**config.mk**
```make
export PLATFORM = sky130hd
export DESIGN_NAME = hi_simulate_top
export DESIGN_NICKNAME = d
export VERILOG_FILES = /design/src/verilog/tag_sim_pkg.sv /design/src/verilog/tag_timing_if.sv /design/src/verilog/hi_simulate_top.sv /design/src/verilog/ssp_tag_output.sv /design/src/verilog/carrier_timebase.sv /design/src/verilog/adc_mode_decode.sv
export SDC_FILE = /design/constraint.sdc
export NUM_CORES = 1
export LEC_CHECK = 0
export BUFFER_PORTS_ARGS = -buffer_cell sky130_fd_sc_hd__buf_4
export CORE_MARGIN = 1
export CORE_UTILIZATION = 35
export DETAILED_ROUTE_END_ITERATION = 16
export GPL_ROUTABILITY_DRIVEN = 0
export PLACE_DENSITY = 0.59
export SYNTH_ARGS = -nofsm -noshare
export SYNTH_HDL_FRONTEND = slang
export SYNTH_SLANG_ARGS = --single-unit
```
**constraint.sdc**
```tcl
create_clock -name ssp_clk -period 1.9 [get_ports ssp_clk]
set_clock_uncertainty 0.15 [all_clocks]
set_input_delay 0.38 -clock ssp_clk [delete_from_list [all_inputs] [get_ports ssp_clk]]
set_output_delay 0.38 -clock ssp_clk [all_outputs]
set_load 0.01 [all_outputs]
```
**src/verilog/tag_sim_pkg.sv**
```systemverilog
/*
 * Tag emulator shared definitions
 * Mode encoding, divider widths and the ADC bits seen by the
 * hysteresis comparator
 */

`default_nettype none

package tag_sim_pkg;

    // ------------------------------------------------------------------------
    // Modulation mode
    // ------------------------------------------------------------------------

    // Listen sends samples to the host, BPSK drives the load modulation
    // and every other mod_type code parks the front end in idle
    typedef enum logic [1:0] {
        mode_listen = 2'd0,
        mode_bpsk   = 2'd1,
        mode_idle   = 2'd2
    } tag_mode_e;

    // ------------------------------------------------------------------------
    // Time base
    // ------------------------------------------------------------------------

    // Carrier counter width, one serial bit is 32 carrier cycles
    localparam int bit_div_w = 5;

    // Bit counter width, eight bits to a frame
    localparam int frame_div_w = 3;

    // Counter bit 3 toggles every 8 cycles, so the subcarrier is fc/16
    localparam int subcarrier_bit = 3;

    // The modulating frame counter steps half a bit after the listening one
    localparam logic [bit_div_w-1:0] rx_phase_count = 15;

    // Top three ADC bits feed the comparator
    localparam int adc_hyst_msb = 7;
    localparam int adc_hyst_lsb = 5;

endpackage

`default_nettype wire
```
**src/verilog/tag_timing_if.sv**
```systemverilog
/*
 * Tag timing interface
 * Carries the bit enable, subcarrier and both frame levels from the
 * carrier divider to the serial output stage
 */

`timescale 1ns/1ns
`default_nettype none

interface tag_timing_if;

    // One-cycle pulse at carrier count 31, marks the serial bit period
    logic bit_tick;

    // Carrier divided by 16, used for BPSK
    logic subcarrier;

    // Frame level for the listening direction
    logic frame_tx;

    // Frame level for the modulating direction, half a bit later
    logic frame_rx;

    // The divider drives every signal
    modport timebase (output bit_tick, output subcarrier, output frame_tx, output frame_rx);

    // The output stage only reads them
    modport consumer (input bit_tick, input subcarrier, input frame_tx, input frame_rx);

endinterface

`default_nettype wire

```
**src/verilog/hi_simulate_top.sv**
```systemverilog
/*
 * Tag emulator front end, top level
 * Joins the ADC and mode decode, the carrier time base and the
 * serial and modulation outputs
 */

`timescale 1ns/1ns
`default_nettype none

module hi_simulate_top (
    input  logic       ssp_clk,
    input  logic       rst,
    input  logic [7:0] adc_d,
    input  logic [2:0] mod_type,
    input  logic       ssp_dout,
    output logic       ssp_din,
    output logic       ssp_frame,
    output logic       pwr_oe1,
    output logic       pwr_oe2,
    output logic       pwr_oe4,
    output logic       dbg
);

    logic                   hyst_bit;
    tag_sim_pkg::tag_mode_e mode;

    // Time base shared by the divider and the output stage
    tag_timing_if tmg ();

    // Decode stage
    adc_mode_decode u_decode (
        .ssp_clk  (ssp_clk),
        .rst      (rst),
        .adc_d    (adc_d),
        .mod_type (mod_type),
        .hyst_bit (hyst_bit),
        .mode     (mode)
    );

    // Carrier division and framing
    carrier_timebase u_timebase (
        .ssp_clk (ssp_clk),
        .rst     (rst),
        .tmg     (tmg.timebase)
    );

    // Serial and modulation outputs
    ssp_tag_output u_output (
        .ssp_clk   (ssp_clk),
        .rst       (rst),
        .tmg       (tmg.consumer),
        .hyst_bit  (hyst_bit),
        .mode      (mode),
        .ssp_dout  (ssp_dout),
        .ssp_din   (ssp_din),
        .ssp_frame (ssp_frame),
        .pwr_oe1   (pwr_oe1),
        .pwr_oe2   (pwr_oe2),
        .pwr_oe4   (pwr_oe4)
    );

    // Comparator output straight to the debug pin
    assign dbg = hyst_bit;

endmodule

`default_nettype wire

```
**src/verilog/ssp_tag_output.sv**
```systemverilog
/*
 * Serial port and load modulation outputs
 * Samples the receive bit once per bit period, picks the frame phase
 * for the current direction and forms the BPSK modulation enables
 */

`timescale 1ns/1ns
`default_nettype none

module ssp_tag_output (
    input  logic                   ssp_clk,
    input  logic                   rst,
    tag_timing_if.consumer         tmg,
    input  logic                   hyst_bit,
    input  tag_sim_pkg::tag_mode_e mode,
    input  logic                   ssp_dout,
    output logic                   ssp_din,
    output logic                   ssp_frame,
    output logic                   pwr_oe1,
    output logic                   pwr_oe2,
    output logic                   pwr_oe4
);

    logic frame_sel;
    logic mod_next;
    logic mod_en;

    // ------------------------------------------------------------------------
    // Receive to host
    // ------------------------------------------------------------------------

    // One sample per bit period, held until the next bit enable
    always_ff @(posedge ssp_clk)
    begin
        if (rst)
            ssp_din <= 1'b0;
        else if (tmg.bit_tick)
            ssp_din <= hyst_bit;
    end

    // Listening uses the receive phase, anything else the shifted one
    assign frame_sel = (mode == tag_sim_pkg::mode_listen) ? tmg.frame_tx : tmg.frame_rx;

    always_ff @(posedge ssp_clk)
    begin
        if (rst)
            ssp_frame <= 1'b0;
        else
            ssp_frame <= frame_sel;
    end

    // ------------------------------------------------------------------------
    // Load modulation
    // ------------------------------------------------------------------------

    // XOR with the subcarrier flips its phase per data bit, which is BPSK
    assign mod_next = (mode == tag_sim_pkg::mode_bpsk) ? (ssp_dout ^ tmg.subcarrier) : 1'b0;

    always_ff @(posedge ssp_clk)
    begin
        if (rst)
            mod_en <= 1'b0;
        else
            mod_en <= mod_next;
    end

    // All three tri-state drivers switch together for the deepest modulation
    assign pwr_oe1 = mod_en;
    assign pwr_oe2 = mod_en;
    assign pwr_oe4 = mod_en;

    a_no_mod_idle: assert property (@(posedge ssp_clk) disable iff (rst)
        (mode != tag_sim_pkg::mode_bpsk) |=> (!pwr_oe1 && !pwr_oe2 && !pwr_oe4));

endmodule

`default_nettype wire

```
**src/verilog/carrier_timebase.sv**
```systemverilog
/*
 * Carrier time base
 * Divides the carrier into the serial bit enable, the BPSK subcarrier
 * and the frame levels for both directions
 */

`timescale 1ns/1ns
`default_nettype none

module carrier_timebase (
    input  logic          ssp_clk,
    input  logic          rst,
    tag_timing_if.timebase tmg
);

    logic [tag_sim_pkg::bit_div_w-1:0]   carrier_cnt;
    logic [tag_sim_pkg::frame_div_w-1:0] tx_frame_cnt;
    logic [tag_sim_pkg::frame_div_w-1:0] rx_frame_cnt;
    logic                                rx_step;

    // ------------------------------------------------------------------------
    // Carrier counter
    // ------------------------------------------------------------------------

    // Free running, 0 in the first cycle out of reset
    always_ff @(posedge ssp_clk)
    begin
        if (rst)
            carrier_cnt <= '0;
        else
            carrier_cnt <= carrier_cnt + 1'b1;
    end

    // Last cycle of the bit period
    assign tmg.bit_tick   = &carrier_cnt;
    assign tmg.subcarrier = carrier_cnt[tag_sim_pkg::subcarrier_bit];

    // Midpoint of the bit, where the modulating side steps
    assign rx_step = (carrier_cnt == tag_sim_pkg::rx_phase_count);

    // ------------------------------------------------------------------------
    // Frame counters
    // ------------------------------------------------------------------------

    // Listening side counts bits on the bit enable
    always_ff @(posedge ssp_clk)
    begin
        if (rst)
            tx_frame_cnt <= '0;
        else if (tmg.bit_tick)
            tx_frame_cnt <= tx_frame_cnt + 1'b1;
    end

    // Modulating side starts one step behind, so it reaches zero
    // half a bit after the listening side does
    always_ff @(posedge ssp_clk)
    begin
        if (rst)
            rx_frame_cnt <= '1;
        else if (rx_step)
            rx_frame_cnt <= rx_frame_cnt + 1'b1;
    end

    assign tmg.frame_tx = (tx_frame_cnt == '0);
    assign tmg.frame_rx = (rx_frame_cnt == '0);

    a_tick_single: assert property (@(posedge ssp_clk) disable iff (rst)
        tmg.bit_tick |=> !tmg.bit_tick);

    // The modulating frame opens exactly half a bit after the listening one
    a_frame_offset: assert property (@(posedge ssp_clk) disable iff (rst)
        $rose(tmg.frame_tx) |-> ##(tag_sim_pkg::rx_phase_count + 1) $rose(tmg.frame_rx));

endmodule

`default_nettype wire

```
**src/verilog/adc_mode_decode.sv**
```systemverilog
/*
 * ADC hysteresis comparator and mode decode
 * Turns the top ADC bits into one receive bit and registers the
 * modulation mode taken from mod_type
 */

`timescale 1ns/1ns
`default_nettype none

module adc_mode_decode (
    input  logic                   ssp_clk,
    input  logic                   rst,
    input  logic [7:0]             adc_d,
    input  logic [2:0]             mod_type,
    output logic                   hyst_bit,
    output tag_sim_pkg::tag_mode_e mode
);

    // Only the upper bits of the sample matter to the comparator
    logic [tag_sim_pkg::adc_hyst_msb-tag_sim_pkg::adc_hyst_lsb:0] adc_sel;
    logic                                                         adc_high;
    logic                                                         adc_low;

    assign adc_sel  = adc_d[tag_sim_pkg::adc_hyst_msb:tag_sim_pkg::adc_hyst_lsb];
    assign adc_high = &adc_sel;
    assign adc_low  = ~|adc_sel;

    // ------------------------------------------------------------------------
    // Hysteresis
    // ------------------------------------------------------------------------

    // The peak detector output is high-pass filtered, so a level is only
    // seen as an edge. Setting on all ones and clearing on all zeros
    // restores the level, and a mixed sample keeps the last decision
    always_ff @(posedge ssp_clk)
    begin
        if (rst)
            hyst_bit <= 1'b0;
        else if (adc_high)
            hyst_bit <= 1'b1;
        else if (adc_low)
            hyst_bit <= 1'b0;
    end

    // Mode decode, one cycle of latency
    always_ff @(posedge ssp_clk)
    begin
        if (rst)
            mode <= tag_sim_pkg::mode_listen;
        else
        begin
            case (mod_type)
                3'd0:    mode <= tag_sim_pkg::mode_listen;
                3'd1:    mode <= tag_sim_pkg::mode_bpsk;
                default: mode <= tag_sim_pkg::mode_idle;
            endcase
        end
    end

    // A mixed sample must leave the comparator where it was
    a_hyst_hold: assert property (@(posedge ssp_clk) disable iff (rst)
        (!adc_high && !adc_low) |=> $stable(hyst_bit));

endmodule

`default_nettype wire

```
==> Word-level counts from Yosys, hierarchy flattened <==
Index checks and enable logic that the tools add are counted.
{ "word_totals": {"elab_cells": 29, "latch_bits": 0, "n_memories": 0, "ram_bits": 0, "reg_bits": 17, "romBits": 0} }
{ "classes": {"n_mux": 4, "magnitude_cmp": 0, "n_eq_ne": 4, "shift": 0, "n_reduce_logical": 8, "mul": 0, "n_bitwise": 2, "n_addsub": 3, "div": 0} }
{ "ops": {"columns": ["operator", "n"], "rows": [
  ["3-bit zero test", 3],
  ["3-bit by 1-bit adder with 3-bit output, second input constant", 2],
  ["5-bit by 1-bit adder with 5-bit output, second input constant", 1],
  ["5-bit by 4-bit == test with 1-bit output, second input constant", 1],
  ["5-bit AND reduction", 1],
  ["2-bit case mux with 2 select lines", 1],
  ["3-bit by 1-bit == test with 1-bit output, second input constant", 1],
  ["1-bit 2-to-1 mux", 3],
  ["3-bit AND reduction", 1],
  ["3-bit OR reduction", 1],
  ["2-bit by 1-bit == test with 1-bit output, second input constant", 1],
  ["2-bit zero test", 1],
  ["2-bit by 1-bit != test with 1-bit output, second input constant", 1],
  ["2-bit OR reduction", 1],
  ["1-bit inverter", 1],
  ["1-bit bitwise XOR", 1]
]} }

==> Depth between registers and ports, before layout <==
{ "depth": {"word_depth": 3, "depth_mapped": 6, "ltp_nobuf": 6} }

==> Hierarchy <==
Synthesis repeated with hierarchy kept, for this count alone.
{ "unflattened": {"cells_unflattened": 73, "hier_area_um2": 733.2} }
{ "by_module_without_submodules": {"columns": ["module", "instances", "cells_each", "area_per_inst_um2", "seq_area_each_um2"], "rows": [
  ["carrier_timebase", 1, 51, 503.0, 220.2],
  ["ssp_tag_output", 1, 12, 125.1, 60.1],
  ["adc_mode_decode", 1, 10, 105.1, 60.1]
]} }

==> Worst setup path before layout <==
Ideal clock, no wire load.
{ "synth_timing": {"kind": "flip-flop to flip-flop", "startpoint": "reg u_timebase.carrier_cnt[0] (netlist name)", "endpoint": "reg u_timebase.tx_frame_cnt[2] (netlist name)", "path_stages_with_launch": 7, "t_arrival_ns": 1.199, "slack_ns": 0.422, "setup_ns": 0.129, "cell_sequence": "dfxtp_1 > ha_1 > and3_1 > ha_1 > nand2_1 > xor2_1 > nor2_1"} }
{ "synth_via": {"elab_chain_cells": 1} }
{ "synth_rtl": {"columns": ["item", "line_no", "source"], "rows": [
  ["start: declaration", "carrier_timebase.sv:16", "logic [tag_sim_pkg::bit_div_w-1:0] carrier_cnt;"],
  ["start signal: assignment", "carrier_timebase.sv:31", "carrier_cnt <= carrier_cnt + 1'b1;"],
  ["5-bit AND reduction", "carrier_timebase.sv:35", "assign tmg.bit_tick = &carrier_cnt;"],
  ["named net tmg.bit_tick", "tag_timing_if.sv:13", "logic bit_tick;"],
  ["end signal: assignment", "carrier_timebase.sv:51", "tx_frame_cnt <= tx_frame_cnt + 1'b1;"],
  ["end: declaration", "carrier_timebase.sv:17", "logic [tag_sim_pkg::frame_div_w-1:0] tx_frame_cnt;"]
]} }
The timed path passes the listed nets, and every way through them passes these cells.
A chain may end at the register's enable or synchronous reset.

==> Final worst setup path <==
Same ends and word-level chain as after synthesis.

==> run_results.csv <==
group,metric,value,unit
cts,cts.sinks,17,
global_routing,grt_antenna_before_repair,0,
placed_design,dp_hpwl,801.8,um
setup_path,cp.depth,6,
cells_and_area,drive_gt1_share,24.42,%
logic_synthesis,synth_enable_flop_cells,0,
min_path,hold_class,"input pin to register",
setup_path,cpMaxStageDelayCell,"dfxtp_1",
pwr,cellPowerDensity,725.2,nW/um^2
cts,clock_latency,0.29,ns
global_routing,grt_pass1_wl,1814,um
floorplanning,core_area,1802,sq um
logic_synthesis,syn_inst,71,
timing,finalMaxSlewViolations,0,
timing,relSlewSlack,84.16,%
logic_synthesis,synthFlopType,"dfxtp_1",
setup_path,crit_fanout,4,
job,maxCapViolations,0,
cts,postCtsHoldBufs,0,
routing,vias_per_cell,4.468,
cts,cts_tree,"built",
placed_design,place_area,819.5,sq um
cts,ctsRootBufferMaster,"clkbuf_4",
logic_synthesis,synth.net_count,92,
logic_synthesis,synth_top_area_share,48.48,%
pwr,power.leakage,0.0004069,uW
cells_and_area,nets,108,
routing,first_iter_violations,4,
timing,worstMarginPinSlew,0.2343,ns
logic_synthesis,ys_seq_elements,17,
global_routing,grt_max_degree,15,
logic_synthesis,yosysWarnings,0,
cells_and_area,final_area,847.1,sq um
setup_path,critPathCaptureType,"register",
timing,setup_violations,0,
cts,ctsResizeCount,0,
floorplanning,num_rows,15,
floorplanning,start_util,38.96,%
setup_path,crit_family,"adder cells",
logic_synthesis,netlist_area,701.9,sq um
setup_path,r2r_cells,6,
pwr,finalPower,614.3,uW
setup_path,cp.arrival,1.60,ns
timing,rsz0062_at_grt,"no",
global_routing,track_usage,12.82,%
cts,cts_buffers,3,
timing,post-route-period-util,82.10,%
cts,clk_pin_slew,0.11,ns
logic_synthesis,yosysTopAreaCell,"dfxtp_1",
global_routing,grt_pass1_vias,439,
cells_and_area,fin_cells,111,
setup_path,setup.worst_path.start_class,"register",
logic_synthesis,synth_area_leaders,"dfxtp_1 48%, ha_1 12%, nor2_1 5.3%, xnor2_1 5.0%, inv_1 3.2%",
placed_design,io_buffers,14,
timing,setup_tns,0,ns
setup_path,crit_required,1.94,ns
setup_path,max_stage_delay,0.34,ns
setup_path,crit_chain,"ha_1 -> and3_1 -> ha_1 -> nand2_1 -> xor2_1 -> nor2_1",
cells_and_area,diodes,0,
floorplanning,die_x,46.78,um
cts,post-cts-setup-buffers,0,
run_status,status,"finished clean",
logic_synthesis,synth_most_common_cell,"dfxtp_1",
routing,drc,0,
floorplanning,io_pins,20,
logic_synthesis,synth.distinct_cells,22,
min_path,min_path_cells,2,
logic_synthesis,yosysSeqAreaShare,48.48,%
setup_path,critical_path_buf_inv_count,0,
routing,detail_route.first_pass.iterations,3,
routing,routed-via-count,496,
setup_path,cpMostUsedCell,"ha_1",
cells_and_area,syn_to_final_growth,20.68,%
floorplanning,die_area,2188,sq um
timing,period_minus_slack,1.560,ns
timing,hold_viol,0,
global_routing,grt_remaining_overflow,0,
routing,wl_per_cell,9.613,um
cells_and_area,fillers,183,
logic_synthesis,synth_common_cells,"17 x dfxtp_1, 10 x nor2_1, 7 x ha_1, 6 x inv_1",
logic_synthesis,synthArstFlopShare,0,%
cts,htree_levels,1,
timing,clock.fmax,0.6411,GHz
cts,clock_path_buffers,2,
routing,ant_nets,0,
floorplanning,die_h,46.78,um
routing,postRouteWirelength,1067,um
placed_design,dp.cells,107,
logic_synthesis,synth.avg_cell_area,9.886,sq um
setup_path,worst-setup-path-type,"register to register",
pwr,peakVddDrop,0.0004578,V
## through the flow
stage	hold WS, ns	utilization (%)	setup slack [ns]
final	0.1623	47.01	0.3401
after floorplan	0.2675	-	0.4221
after global routing	0.1454	47.01	0.2292
after detailed placement	0.2925	45.49	0.3420
after CTS	0.1526	47.01	0.3284
after global placement	0.2823	45.49	0.3540
## power by group
part / total (uW) / internal [uW] / switching (uW)
logic: 43.8 / 26.3 / 17.5
clock network: 197 / 78.2 / 119
registers: 373 / 367 / 6.58
total: 614 / 471 / 143
## per-layer routing
| metal | vias up | share of wire, % | GRT usage (%) |
|---|---|---|---|
| li1 | 259 | - | - |
| met1 | 222 | 45 | 15.20 |
| met2 | 13 | 48 | 18.61 |
| met3 | 2 | 5.6 | 4.615 |
| met4 | 0 | 1.1 | 10.29 |
| met5 | - | 0 | 0 |
## logic make-up (layout without fill, tap and decap cells)
| group | Yosys count | after routing | share of synthesized area, % |
|---|---|---|---|
| simple gates | 21 | 21 | 14.97 |
| buf+inv | 10 | 25 | 6.415 |
| mux | 2 | 2 | 2.852 |
| fa+ha+maj | 7 | 7 | 12.48 |
| xor+xnor | 6 | 6 | 7.487 |
| flops | 17 | 17 | 48.49 |
| compound gates | 8 | 8 | 7.307 |
## cells in the final DEF (no fill, tap or decap), drive strengths merged
cell type and n:
a21o 1, a21oi 3, and3 3, buf 14, clkbuf 3, clkinv 1, dfxtp 17, ha 7
inv 7, mux2i 2, nand2 4, nand3 1, nor2 10, nor2b 1, nor4b 1, o211ai 2
o21ai 2, or4b 1, xnor2 4, xor2 2
## sequential cells by signal, indices dropped and copies added, names as in the netlist
register,cells
u_timebase.rx_frame_cnt,3
u_decode.mode,2
u_output.pwr_oe1,1
u_timebase.carrier_cnt,5
u_output.ssp_frame,1
u_timebase.tx_frame_cnt,3
u_output.ssp_din,1
u_decode.hyst_bit,1
## final timing paths
| kind | startpoint | slack, ns | to |
|---|---|---|---|
| max | u_timebase.carrier_cnt[0] | 0.34 | u_timebase.tx_frame_cnt[2] |
| min | mod_type[0] | 0.16 | u_decode.mode[0] |
| max reg2reg | u_timebase.carrier_cnt[0] | 0.34 | u_timebase.tx_frame_cnt[2] |
| min reg2reg | u_timebase.carrier_cnt[0] | 0.31 | u_timebase.carrier_cnt[0] |
## cell type report
class / count / area (sq um) / area share [%]
Tap cell: 25 / 31.28 / 3.693
Clock inverter: 1 / 5.005 / 0.5908
Clock buffer: 3 / 22.52 / 2.659
Sequential cell: 17 / 340.3 / 40.18
Timing Repair Buffer: 14 / 105.1 / 12.41
Multi-Input combinational cell: 44 / 316.6 / 37.37
Inverter: 7 / 26.28 / 3.102
Power figures use the tool's default switching activity.
